[src/ex_pkg.sv]
/*
  Shared definitions for the execute stage.
  Holds the data and register address widths, the ALU and divider
  opcode encodings and the divider FSM state encoding. Every RTL file
  and the testbench pull these in with a wildcard import.
*/

package ex_pkg;

  // Operand and result width
  localparam int unsigned XLEN       = 32;
  // Register file address width
  localparam int unsigned REG_ADDR_W = 5;
  // Leading-zero count and shift amount, range 0 to 32
  localparam int unsigned CLZ_W      = 6;

  // ALU operations, grouped as arithmetic/logic, shifts and compares
  typedef enum logic [3:0] {
    ALU_ADD  = 4'h0,
    ALU_SUB  = 4'h1,
    ALU_AND  = 4'h2,
    ALU_OR   = 4'h3,
    ALU_XOR  = 4'h4,
    ALU_SLL  = 4'h5,
    ALU_SRL  = 4'h6,
    ALU_SRA  = 4'h7,
    ALU_SLT  = 4'h8,
    ALU_SLTU = 4'h9,
    ALU_EQ   = 4'hA,
    ALU_NE   = 4'hB,
    ALU_LT   = 4'hC,
    ALU_GE   = 4'hD,
    ALU_LTU  = 4'hE,
    ALU_GEU  = 4'hF
  } alu_op_e;

  // Divider operations
  typedef enum logic [1:0] {
    DIV_DIV  = 2'b00,
    DIV_DIVU = 2'b01,
    DIV_REM  = 2'b10,
    DIV_REMU = 2'b11
  } div_op_e;

  // Divider FSM states
  typedef enum logic [1:0] {
    DIV_IDLE  = 2'b00,
    DIV_ALIGN = 2'b01,
    DIV_ITER  = 2'b10,
    DIV_DONE  = 2'b11
  } div_state_e;

endpackage

[src/ex_alu.sv]
/*
  Single-cycle ALU of the execute stage.
  Computes add/sub, logic ops, shifts, set-less-than and the six branch
  compares. The leading-zero counter and the shifter are also lent to
  the divider through the clz_* and shift_* ports while a division
  is aligning its divisor.
*/

`timescale 1ns/1ns

module ex_alu import ex_pkg::*; (
  input  alu_op_e            operator_i,
  input  logic [XLEN-1:0]    operand_a_i,
  input  logic [XLEN-1:0]    operand_b_i,

  // Divider borrow ports
  input  logic               clz_en_i,
  input  logic [XLEN-1:0]    clz_data_i,
  input  logic               shift_en_i,
  input  logic [CLZ_W-1:0]   shift_amt_i,

  output logic [XLEN-1:0]    result_o,
  output logic               cmp_result_o,
  output logic [CLZ_W-1:0]   clz_result_o,
  output logic [XLEN-1:0]    op_b_shifted_o
);

  logic [XLEN-1:0]  adder_result;
  logic             is_sub;
  logic             lt_signed;
  logic             lt_unsigned;
  logic             is_equal;

  logic             shift_left;
  logic             shift_arith;
  logic [XLEN-1:0]  shift_src;
  logic [CLZ_W-1:0] shift_amt;
  logic [XLEN-1:0]  shift_in;
  logic [XLEN:0]    shift_ext;
  logic [XLEN:0]    shift_right;
  logic [XLEN-1:0]  shift_result;

  logic [CLZ_W-1:0] clz_count;

  ////////////////////////////////////////////////////////////
  // Adder and comparator
  ////////////////////////////////////////////////////////////

  // Subtract as a + ~b + 1
  assign is_sub       = (operator_i == ALU_SUB);
  assign adder_result = operand_a_i + (is_sub ? ~operand_b_i : operand_b_i) + XLEN'(is_sub);

  assign is_equal    = (operand_a_i == operand_b_i);
  assign lt_signed   = ($signed(operand_a_i) < $signed(operand_b_i));
  assign lt_unsigned = (operand_a_i < operand_b_i);

  // One comparator serves SLT(U) and all branch compares
  always_comb begin
    case (operator_i)
      ALU_SLT, ALU_LT:   cmp_result_o = lt_signed;
      ALU_SLTU, ALU_LTU: cmp_result_o = lt_unsigned;
      ALU_EQ:            cmp_result_o = is_equal;
      ALU_NE:            cmp_result_o = !is_equal;
      ALU_GE:            cmp_result_o = !lt_signed;
      ALU_GEU:           cmp_result_o = !lt_unsigned;
      default:           cmp_result_o = 1'b0;
    endcase
  end

  ////////////////////////////////////////////////////////////
  // Shifter
  ////////////////////////////////////////////////////////////

  // Divider takes over the shifter, always a left shift of operand b
  assign shift_left  = shift_en_i || (operator_i == ALU_SLL);
  assign shift_arith = !shift_en_i && (operator_i == ALU_SRA);
  assign shift_src   = shift_en_i ? operand_b_i : operand_a_i;
  assign shift_amt   = shift_en_i ? shift_amt_i : {1'b0, operand_b_i[4:0]};

  // Left shift is a right shift on the bit-reversed operand
  assign shift_in     = shift_left ? {<<{shift_src}} : shift_src;
  assign shift_ext    = {shift_arith & shift_in[XLEN-1], shift_in};
  assign shift_right  = $unsigned($signed(shift_ext) >>> shift_amt);
  assign shift_result = shift_left ? {<<{shift_right[XLEN-1:0]}} : shift_right[XLEN-1:0];

  assign op_b_shifted_o = shift_result;

  ////////////////////////////////////////////////////////////
  // Leading-zero count
  ////////////////////////////////////////////////////////////

  // Highest set bit wins, zero data counts as XLEN
  always_comb begin
    clz_count = CLZ_W'(XLEN);
    for (int i = 0; i < XLEN; i++) begin
      if (clz_data_i[i]) begin
        clz_count = CLZ_W'(XLEN - 1 - i);
      end
    end
  end

  assign clz_result_o = clz_en_i ? clz_count : '0;

  // Result select
  always_comb begin
    case (operator_i)
      ALU_ADD, ALU_SUB:          result_o = adder_result;
      ALU_AND:                   result_o = operand_a_i & operand_b_i;
      ALU_OR:                    result_o = operand_a_i | operand_b_i;
      ALU_XOR:                   result_o = operand_a_i ^ operand_b_i;
      ALU_SLL, ALU_SRL, ALU_SRA: result_o = shift_result;
      // Set-less-than and branch compares return the flag
      default:                   result_o = {{(XLEN-1){1'b0}}, cmp_result_o};
    endcase
  end

endmodule

[src/ex_div.sv]
/*
  Iterative divider for DIV, DIVU, REM and REMU.
  Works on operand magnitudes, aligns the divisor with the ALU's CLZ and
  shifter, then produces one quotient bit per cycle with a restoring
  subtract. Signs are applied on the output. valid_i starts a division,
  valid_o flags the result, which is held until ready_i.
*/

`timescale 1ns/1ns

module ex_div import ex_pkg::*; (
  input  logic              clk,
  input  logic              rst_n,

  input  div_op_e           operator_i,
  input  logic [XLEN-1:0]   op_a_i,
  input  logic [XLEN-1:0]   op_b_i,

  // Handshake
  input  logic              valid_i,
  input  logic              ready_i,
  output logic              valid_o,
  output logic              ready_o,

  // Borrowed ALU resources
  input  logic [CLZ_W-1:0]  clz_result_i,
  input  logic [XLEN-1:0]   op_b_shifted_i,
  output logic              clz_en_o,
  output logic [XLEN-1:0]   clz_data_o,
  output logic              shift_en_o,
  output logic [CLZ_W-1:0]  shift_amt_o,

  output logic [XLEN-1:0]   result_o
);

  div_state_e       state_q;
  div_state_e       state_d;
  logic [CLZ_W-1:0] cnt_q;

  logic [XLEN-1:0]  rem_q;
  logic [XLEN-1:0]  quot_q;
  logic [XLEN-1:0]  div_q;

  logic             is_signed;
  logic             is_rem;
  logic             a_neg;
  logic             b_neg;
  logic             b_zero;
  logic             quot_neg;
  logic [XLEN-1:0]  a_mag;
  logic [XLEN-1:0]  b_mag;
  logic [XLEN:0]    sub_diff;

  // Operands stay stable until the stage accepts the result
  assign is_signed = (operator_i == DIV_DIV) || (operator_i == DIV_REM);
  assign is_rem    = (operator_i == DIV_REM) || (operator_i == DIV_REMU);
  assign a_neg     = is_signed && op_a_i[XLEN-1];
  assign b_neg     = is_signed && op_b_i[XLEN-1];
  assign b_zero    = (op_b_i == '0);
  assign a_mag     = a_neg ? -op_a_i : op_a_i;
  assign b_mag     = b_neg ? -op_b_i : op_b_i;
  // Division by zero keeps the all-ones quotient unsigned
  assign quot_neg  = (a_neg ^ b_neg) && !b_zero;

  // Trial subtract, top bit is the borrow
  assign sub_diff = {1'b0, rem_q} - {1'b0, div_q};

  ////////////////////////////////////////////////////////////
  // FSM
  ////////////////////////////////////////////////////////////

  always_comb begin
    state_d = state_q;
    case (state_q)
      DIV_IDLE:  if (valid_i) state_d = b_zero ? DIV_DONE : DIV_ALIGN;
      DIV_ALIGN: state_d = DIV_ITER;
      DIV_ITER:  if (cnt_q == '0) state_d = DIV_DONE;
      DIV_DONE:  if (ready_i) state_d = DIV_IDLE;
      default:   state_d = DIV_IDLE;
    endcase
  end

  always_ff @(posedge clk, negedge rst_n) begin
    if (!rst_n) begin
      state_q <= DIV_IDLE;
      cnt_q   <= '0;
    end else begin
      state_q <= state_d;
      // Iterations left, one per quotient bit
      if (state_q == DIV_ALIGN) begin
        cnt_q <= clz_result_i;
      end else if (state_q == DIV_ITER) begin
        cnt_q <= cnt_q - 1'b1;
      end
    end
  end

  // Datapath
  always_ff @(posedge clk) begin
    case (state_q)
      DIV_IDLE: if (valid_i) begin
        rem_q  <= a_mag;
        quot_q <= b_zero ? '1 : '0;
      end
      // Shifted raw divisor, negated back to a magnitude when needed
      DIV_ALIGN: div_q <= b_neg ? -op_b_shifted_i : op_b_shifted_i;
      DIV_ITER: begin
        if (!sub_diff[XLEN]) begin
          rem_q <= sub_diff[XLEN-1:0];
        end
        quot_q <= {quot_q[XLEN-2:0], !sub_diff[XLEN]};
        div_q  <= div_q >> 1;
      end
      default: ;
    endcase
  end

  // CLZ result feeds the shift amount in the same cycle
  assign clz_en_o    = (state_q == DIV_ALIGN);
  assign clz_data_o  = b_mag;
  assign shift_en_o  = (state_q == DIV_ALIGN);
  assign shift_amt_o = clz_result_i;

  assign valid_o = (state_q == DIV_DONE);
  // Busy once a request shows up, free again when the result leaves
  assign ready_o = ((state_q == DIV_IDLE) && !valid_i) || ((state_q == DIV_DONE) && ready_i);

  // Remainder takes the dividend's sign
  assign result_o = is_rem ? (a_neg ? -rem_q : rem_q) : (quot_neg ? -quot_q : quot_q);

endmodule

[src/ex_stage.sv]
/*
  Execute stage top level.
  Hosts the ALU, the iterative divider and the EX/WB register. Accepts
  one instruction per valid/ready handshake from decode, gives the branch
  decision in the same cycle and hands results to writeback through the
  pipeline register.
*/

`timescale 1ns/1ns

module ex_stage import ex_pkg::*; (
  input  logic                  clk,
  input  logic                  rst_n,

  // From decode
  input  logic                  valid_i,
  input  logic                  alu_en_i,
  input  logic                  div_en_i,
  input  alu_op_e               alu_op_i,
  input  div_op_e               div_op_i,
  input  logic [XLEN-1:0]       operand_a_i,
  input  logic [XLEN-1:0]       operand_b_i,
  input  logic [XLEN-1:0]       operand_c_i,
  input  logic                  bch_i,
  input  logic                  rf_we_i,
  input  logic [REG_ADDR_W-1:0] rf_waddr_i,
  output logic                  ex_ready_o,

  // Branch decision and target
  output logic                  branch_decision_o,
  output logic [XLEN-1:0]       branch_target_o,

  // To writeback
  output logic                  wb_valid_o,
  output logic                  wb_rf_we_o,
  output logic [REG_ADDR_W-1:0] wb_rf_waddr_o,
  output logic [XLEN-1:0]       wb_rf_wdata_o,
  output logic                  wb_bch_taken_o,
  input  logic                  wb_ready_i
);

  logic             alu_en_gated;
  logic             div_en_gated;
  logic             ex_valid;
  logic [XLEN-1:0]  ex_result;

  logic [XLEN-1:0]  alu_result;
  logic             alu_cmp_result;
  logic [XLEN-1:0]  div_result;
  logic             div_valid;
  logic             div_ready;

  // Divider use of ALU resources
  logic             div_clz_en;
  logic [XLEN-1:0]  div_clz_data;
  logic [CLZ_W-1:0] div_clz_result;
  logic             div_shift_en;
  logic [CLZ_W-1:0] div_shift_amt;
  logic [XLEN-1:0]  div_op_b_shifted;

  assign alu_en_gated = alu_en_i && valid_i;
  assign div_en_gated = div_en_i && valid_i;

  // Branch taken only for a valid ALU branch
  assign branch_decision_o = alu_en_gated && bch_i && alu_cmp_result;
  assign branch_target_o   = operand_c_i;

  ////////////////////////////////////////////////////////////
  // Functional units
  ////////////////////////////////////////////////////////////

  ex_alu alu_i (
    .operator_i     (alu_op_i),
    .operand_a_i    (operand_a_i),
    .operand_b_i    (operand_b_i),
    .clz_en_i       (div_clz_en),
    .clz_data_i     (div_clz_data),
    .shift_en_i     (div_shift_en),
    .shift_amt_i    (div_shift_amt),
    .result_o       (alu_result),
    .cmp_result_o   (alu_cmp_result),
    .clz_result_o   (div_clz_result),
    .op_b_shifted_o (div_op_b_shifted)
  );

  ex_div div_i (
    .clk            (clk),
    .rst_n          (rst_n),
    .operator_i     (div_op_i),
    .op_a_i         (operand_a_i),
    .op_b_i         (operand_b_i),
    .valid_i        (div_en_gated),
    .ready_i        (wb_ready_i),
    .valid_o        (div_valid),
    .ready_o        (div_ready),
    .clz_result_i   (div_clz_result),
    .op_b_shifted_i (div_op_b_shifted),
    .clz_en_o       (div_clz_en),
    .clz_data_o     (div_clz_data),
    .shift_en_o     (div_shift_en),
    .shift_amt_o    (div_shift_amt),
    .result_o       (div_result)
  );

  // Result select, the write enable masks junk on invalid cycles
  assign ex_result = div_en_i ? div_result : alu_result;

  // ALU is single-cycle, the divider reports its own completion
  assign ex_valid   = alu_en_gated || (div_en_gated && div_valid);
  assign ex_ready_o = wb_ready_i && (!div_en_i || div_ready);

  ex_wb_pipe wb_pipe_i (
    .clk            (clk),
    .rst_n          (rst_n),
    .ex_valid_i     (ex_valid),
    .wb_ready_i     (wb_ready_i),
    .rf_we_i        (rf_we_i),
    .rf_waddr_i     (rf_waddr_i),
    .rf_wdata_i     (ex_result),
    .bch_taken_i    (branch_decision_o),
    .wb_valid_o     (wb_valid_o),
    .wb_rf_we_o     (wb_rf_we_o),
    .wb_rf_waddr_o  (wb_rf_waddr_o),
    .wb_rf_wdata_o  (wb_rf_wdata_o),
    .wb_bch_taken_o (wb_bch_taken_o)
  );

endmodule

[src/ex_wb_pipe.sv]
/*
  EX/WB pipeline register.
  Loads an item when the stage is valid and writeback is ready, drops
  in a bubble when writeback is ready but nothing arrives, and holds
  everything while writeback stalls.
*/

`timescale 1ns/1ns

module ex_wb_pipe import ex_pkg::*; (
  input  logic                  clk,
  input  logic                  rst_n,

  input  logic                  ex_valid_i,
  input  logic                  wb_ready_i,
  input  logic                  rf_we_i,
  input  logic [REG_ADDR_W-1:0] rf_waddr_i,
  input  logic [XLEN-1:0]       rf_wdata_i,
  input  logic                  bch_taken_i,

  output logic                  wb_valid_o,
  output logic                  wb_rf_we_o,
  output logic [REG_ADDR_W-1:0] wb_rf_waddr_o,
  output logic [XLEN-1:0]       wb_rf_wdata_o,
  output logic                  wb_bch_taken_o
);

  logic load;

  assign load = ex_valid_i && wb_ready_i;

  // Qualifiers
  always_ff @(posedge clk, negedge rst_n) begin
    if (!rst_n) begin
      wb_valid_o     <= 1'b0;
      wb_rf_we_o     <= 1'b0;
      wb_bch_taken_o <= 1'b0;
    end else if (load) begin
      wb_valid_o     <= 1'b1;
      wb_rf_we_o     <= rf_we_i;
      wb_bch_taken_o <= bch_taken_i;
    end else if (wb_ready_i) begin
      // Nothing to pass on, insert a bubble
      wb_valid_o     <= 1'b0;
      wb_rf_we_o     <= 1'b0;
      wb_bch_taken_o <= 1'b0;
    end
  end

  // Address and data only move for register writes
  always_ff @(posedge clk) begin
    if (load && rf_we_i) begin
      wb_rf_waddr_o <= rf_waddr_i;
      wb_rf_wdata_o <= rf_wdata_i;
    end
  end

endmodule
[config.mk]
export PLATFORM = sky130hd
export DESIGN_NAME = ex_stage
export DESIGN_NICKNAME = d
export VERILOG_FILES = /design/src/ex_pkg.sv /design/src/ex_alu.sv /design/src/ex_div.sv /design/src/ex_stage.sv /design/src/ex_wb_pipe.sv
export SDC_FILE = /design/constraint.sdc
export NUM_CORES = 1
export LEC_CHECK = 0
export ABC_AREA = 1
export BUFFER_PORTS_ARGS = -buffer_cell sky130_fd_sc_hd__buf_2
export CAP_MARGIN = 20
export CORE_UTILIZATION = 56
export CTS_BUF_LIST = sky130_fd_sc_hd__clkbuf_16
export CTS_CLUSTER_SIZE = 16
export DETAILED_ROUTE_END_ITERATION = 6
export HOLD_SLACK_MARGIN = 0.02
export PLACE_DENSITY = 0.88
export SETUP_SLACK_MARGIN = 0.4
export SYNTH_ARGS = -nofsm -noshare
export SYNTH_HDL_FRONTEND = slang
export SYNTH_SLANG_ARGS = --single-unit
export TNS_END_PERCENT = 100
[constraint.sdc]
create_clock -name clk -period 5.05 [get_ports clk]
set_input_delay 1.515 -clock clk [delete_from_list [all_inputs] [get_ports clk]]
set_output_delay 1.515 -clock clk [all_outputs]
set_load 0.01 [all_outputs]
==> results.cfg, run 1 <==
[place]
dp.cells = 4066
place_hpwl_mm = 66.41
gp_congestion = 1.141
place_area_um2 = 25260
portBuffers = 124

[yosys]
ys_seq_area_share_pct = 21.12
synthArstFlopShare_pct = 7.639
postSynthCellCount = 3081
syn-num-nets = 3369
synth_largest_area_cell = edfxtp_1
synth_common_cells = 615 x nand2_1, 366 x inv_1, 364 x nand3_1
synth_ff_type = edfxtp_1
synth_area_leaders = edfxtp_1 20%, nand2_1 11%, ha_1 11%
synth_cell_types = 72
yosysMostFrequentCell = nand2_1
ys_ff_latch = 144
avgSynthCellArea_um2 = 6.561
synth_edf_count = 133
synthesis.area_um2 = 20210
yosysWarnings = 0
synth.top_cell.area_share_pct = 19.76

[floorplanning]
start_util_pct = 56.83
die_h_um = 192.0
fp-row-count = 69
ios = 189
die_w_um = 192.0

[cts]
numCtsBuffers = 17
clock-sinks = 144
root_buffer = clkbuf_16
cts.path.max_buffers = 2
cts-htree-levels = 4

[timing]
crit_endpoint = div_i.div_q[26]$_DFFE_PP_/D
worstEpCategory = register data pin

[grt]
grt_max_degree = 74
grt_use_total_pct = 87.14
gr-total-overflow = 737

[outcome]
error = [ERROR GRT-0232] Routing congestion too high. Check the congestion heatmap in the GUI.
failing_step = global routing (5_1_grt)
outcome = aborted with a tool error
## repair_timing
item / in CTS
resized for setup: 474
hold endpoints to repair: 0
setup endpoints to repair: 101
hold buffers: 0
pin swaps: 199
cloned: 15
setup buffers: 143
## cell families after synthesis
| family | synth area share, % |
|---|---|
| mux | 0.05570 |
| compound gates | 18.19 |
| fa+ha+maj | 10.78 |
| simple gates | 33.93 |
| xor+xnor | 3.955 |
| flops | 21.12 |
| buf+inv | 11.97 |
## through the flow
step | setup WS [ns] | TNS (ns)
4_1_cts | -0.7471 | -31.18
3_5_place_dp | -1.426 | -82.59
2_1_floorplan | -0.4602 | -9.796
3_3_place_gp | -1.189 | -61.49
## layer usage
layer / global-route usage, % / GRT overflow
met5: 52.88 / 4
met4: 92.25 / 230
met3: 75.83 / 17
met2: 100.6 / 472
met1: 84.04 / 14
==> inputs of run 2 (changes only) <==
- CORE_UTILIZATION: 56 -> 40
- CTS_BUF_LIST: sky130_fd_sc_hd__clkbuf_16 -> unset
- CTS_CLUSTER_SIZE: 16 -> unset
- HOLD_SLACK_MARGIN: 0.02 -> unset
- PLACE_DENSITY: 0.88 -> unset
- PLACE_DENSITY_LB_ADDON: unset -> 0.15
- SETUP_SLACK_MARGIN: 0.4 -> unset
- clock period: 5.05 -> 6.6 ns (I/O delays scaled with it)
==> run 2 against run 1 <==
  * The flow now finishes without violations
  * Synthesized cell count stayed put
  * Synthesized area is the same
==> results.cfg, run 2 <==
[place]
portBuffers = 124
place_hpwl_mm = 72.16
place_area_um2 = 24540
dp.cells = 4205
gp_congestion = 1.020

[yosys]
synth.top_cell.area_share_pct = 19.76
synth_largest_area_cell = edfxtp_1
synthArstFlopShare_pct = 7.639
postSynthCellCount = 3081
synth_cell_types = 72
ys_ff_latch = 144
avgSynthCellArea_um2 = 6.561
syn-num-nets = 3369
synthesis.area_um2 = 20210
synth_area_leaders = edfxtp_1 20%, nand2_1 11%, ha_1 11%
ys_seq_area_share_pct = 21.12
synth_edf_count = 133
synth_common_cells = 615 x nand2_1, 366 x inv_1, 364 x nand3_1
yosysWarnings = 0
yosysMostFrequentCell = nand2_1
synth_ff_type = edfxtp_1

[power]
power_density_nw_per_um2 = 432.4
p_int_mw = 5.560
leakage_nw = 12.82
ir_worst_vdd_v = 0.0002384
seq_power_share_pct = 16.5
netSwitchingFraction_pct = 52.90
pwr-share-comb_pct = 74.9
power_frac_clock_pct = 8.6
switching_power_mw = 6.243

[finish]
stdcell_area_um2 = 27300
nets = 3887
syn_to_final_growth_pct = 35.04
final_common_cell = nand2_1
most-common-layout-cells = 574 x nand2_1, 496 x buf_4, 345 x inv_1, 277 x nand3_1, 259 x o21ai_0
drive_above_1_share_pct = 30.52
filler_cell_count = 4976
final-instance-count-excl-fill = 4285

[timing]
holdWs_ns = 0.4997
final.setup.tns_ns = 0
relSlewSlack_pct = 26.74
hold_viol = 0
fmax_ghz = 0.1541
rsz0062_at_grt = yes
final.period_utilization_pct = 98.32
worst_slew_pin_slew_ns = 1.087
drv_slew = 0
fin_skew_ns = 0.008817
setup_viol = 0
period_needed_ns = 6.489

[setup_path]
max_stage_delay_ns = 0.24
slowest_stage = nor4_4
start_kind = input pin
crit_chain = buf_6 -> buf_6 -> inv_4 -> buf_6 -> ha_4 -> nor4_4 -> buf_4 -> nand2_4 -> o311ai_4 -> nand2_1 -> a41oi_2 -> a211oi_2 -> xor2_1 -> nand2_1 -> nor2_1 -> o31ai_2 -> buf_6 -> nor3b_4 -> buf_2
path_max_fanout = 5
setup.worst_path.end_class = output port
cp.required_ns = 4.62
path_class = input pin to output port
cp_common_cell = buf_6
cp.arrival_ns = 4.51

[cts]
cts_tree = done
numCtsBuffers = 17
cts_hold_buf = 0
cts.path.max_buffers = 2
cts-htree-levels = 4
clock-sinks = 144
clock_latency_ns = 0.45
cts.clk_slew.worst_paths_ns = 0.06
root_buffer = clkbuf_16

[grt]
grt_max_degree = 59
grt_use_total_pct = 33.97
grt_pass1_wl_mm = 130.6
gr-total-overflow = 0
antenna_found_initial = 2
grt_pass1_vias = 21841

[floorplanning]
die_h_um = 226.8
core_area_um2 = 49970
die_area_um2 = 51440
die_w_um = 226.8
fp-row-count = 82
ios = 189
start_util_pct = 40.46

[detailed_routing]
wl_per_cell_um = 20.94
post_drt_via_cell_ratio = 5.571
first_pass_iters = 6
route.detailed.drc = 0
vias = 23872
drtIter0Drc = 2196
wl_mm = 89.73
ant_nets = 0

[min_path]
hold_class = flip-flop to flip-flop

[outcome]
outcome = complete, no violations

[job]
cap_violations = 0
==> run 2: cell families after synthesis <==
kind of cell	count (synthesis)	share of synthesized area, %
fa+ha+maj	173	10.78
buf+inv	561	11.97
simple gates	1475	33.93
compound gates	640	18.19
mux	1	0.05570
xor+xnor	87	3.955
flops	144	21.12
==> run 2: metal layers <==
metal / routed length (µm) / vias to the layer above / global-route usage (%) / share of wire (%)
met3: 6381 / 147 / 3.900 / 7.1
met2: 40000 / 1019 / 54.27 / 45
met5: 0 / - / 0 / 0
li1: - / 11481 / - / -
met1: 40110 / 11225 / 47.25 / 45
met4: 3239 / 0 / 11.07 / 3.6
==> run 2: through the flow <==
step / setup WS (ns) / power, mW / util (%)
floorplan: 0.2146 / 6.581 / -
detailed placement: -0.9123 / 9.782 / 49.12
finish: 0.1107 / 11.80 / 54.63
global placement: -0.9596 / 9.700 / 49.12
global route: -0.1337 / 12.61 / 54.62
CTS: -0.05138 / 10.85 / 50.64
==> run 2: area by class of cell <==
class | count | area (µm²) | area share (%)
multi-input cells | 2381 | 15170 | 55.56
repair buffers | 647 | 4850 | 17.77
flip-flops and latches | 144 | 4269 | 15.64
inverters | 408 | 1568 | 5.743
well taps | 672 | 840.8 | 3.080
clock buffers | 18 | 429.2 | 1.572
clock inverters | 13 | 170.2 | 0.6234
diodes | 2 | 5.005 | 0.01833
==> run 2: path summary, 6_finish.rpt <==
check                                     start                       end  slack, ns  cells after the start
max                              operand_b_i[7]         branch_decision_o       0.11                     19
min                        wb_pipe_i.wb_rf_we_o      wb_pipe_i.wb_rf_we_o       0.50                      2
max reg2reg                      div_i.rem_q[0]            div_i.rem_q[8]       1.03                     36
min reg2reg                wb_pipe_i.wb_rf_we_o      wb_pipe_i.wb_rf_we_o       0.50                      2
max in group asynchronous                 rst_n  wb_pipe_i.wb_bch_taken_o       4.99                      1
min in group asynchronous                 rst_n          div_i.state_q[1]       1.40                      1
==> run 2: power groups by stage <==
| stage | Clock [mW] | Sequential (mW) | Combinational (mW) |
|---|---|---|---|
| final | 1.01 | 1.95 | 8.84 |
| after global routing | 1.06 | 2.00 | 9.56 |
| after CTS | 1.02 | 1.94 | 7.88 |
| after detailed placement | 0 | 1.95 | 7.83 |
| after global placement | 0 | 1.95 | 7.75 |
| after floorplan | 0 | 1.86 | 4.72 |
==> run 2: worst max-delay path, delay by kind of cell <==
| kind | cells | cell delay, ns |
|---|---|---|
| compound gates | 4 | 0.42 |
| buf+inv | 7 | 0.85 |
| simple gates | 6 | 0.80 |
| xor+xnor | 1 | 0.20 |
| fa+ha+maj | 1 | 0.22 |
==> run 2: timing repair <==
item                                   in CTS  in global routing
endpoints found under the hold margin       0                  0
gates resized for setup                    29                342
setup endpoints to repair                  25                 52
pin swaps                                   6                118
setup buffers                               4                 37
cloned                                      0                  7
Note: power is estimated with default switching activity, not from simulation.
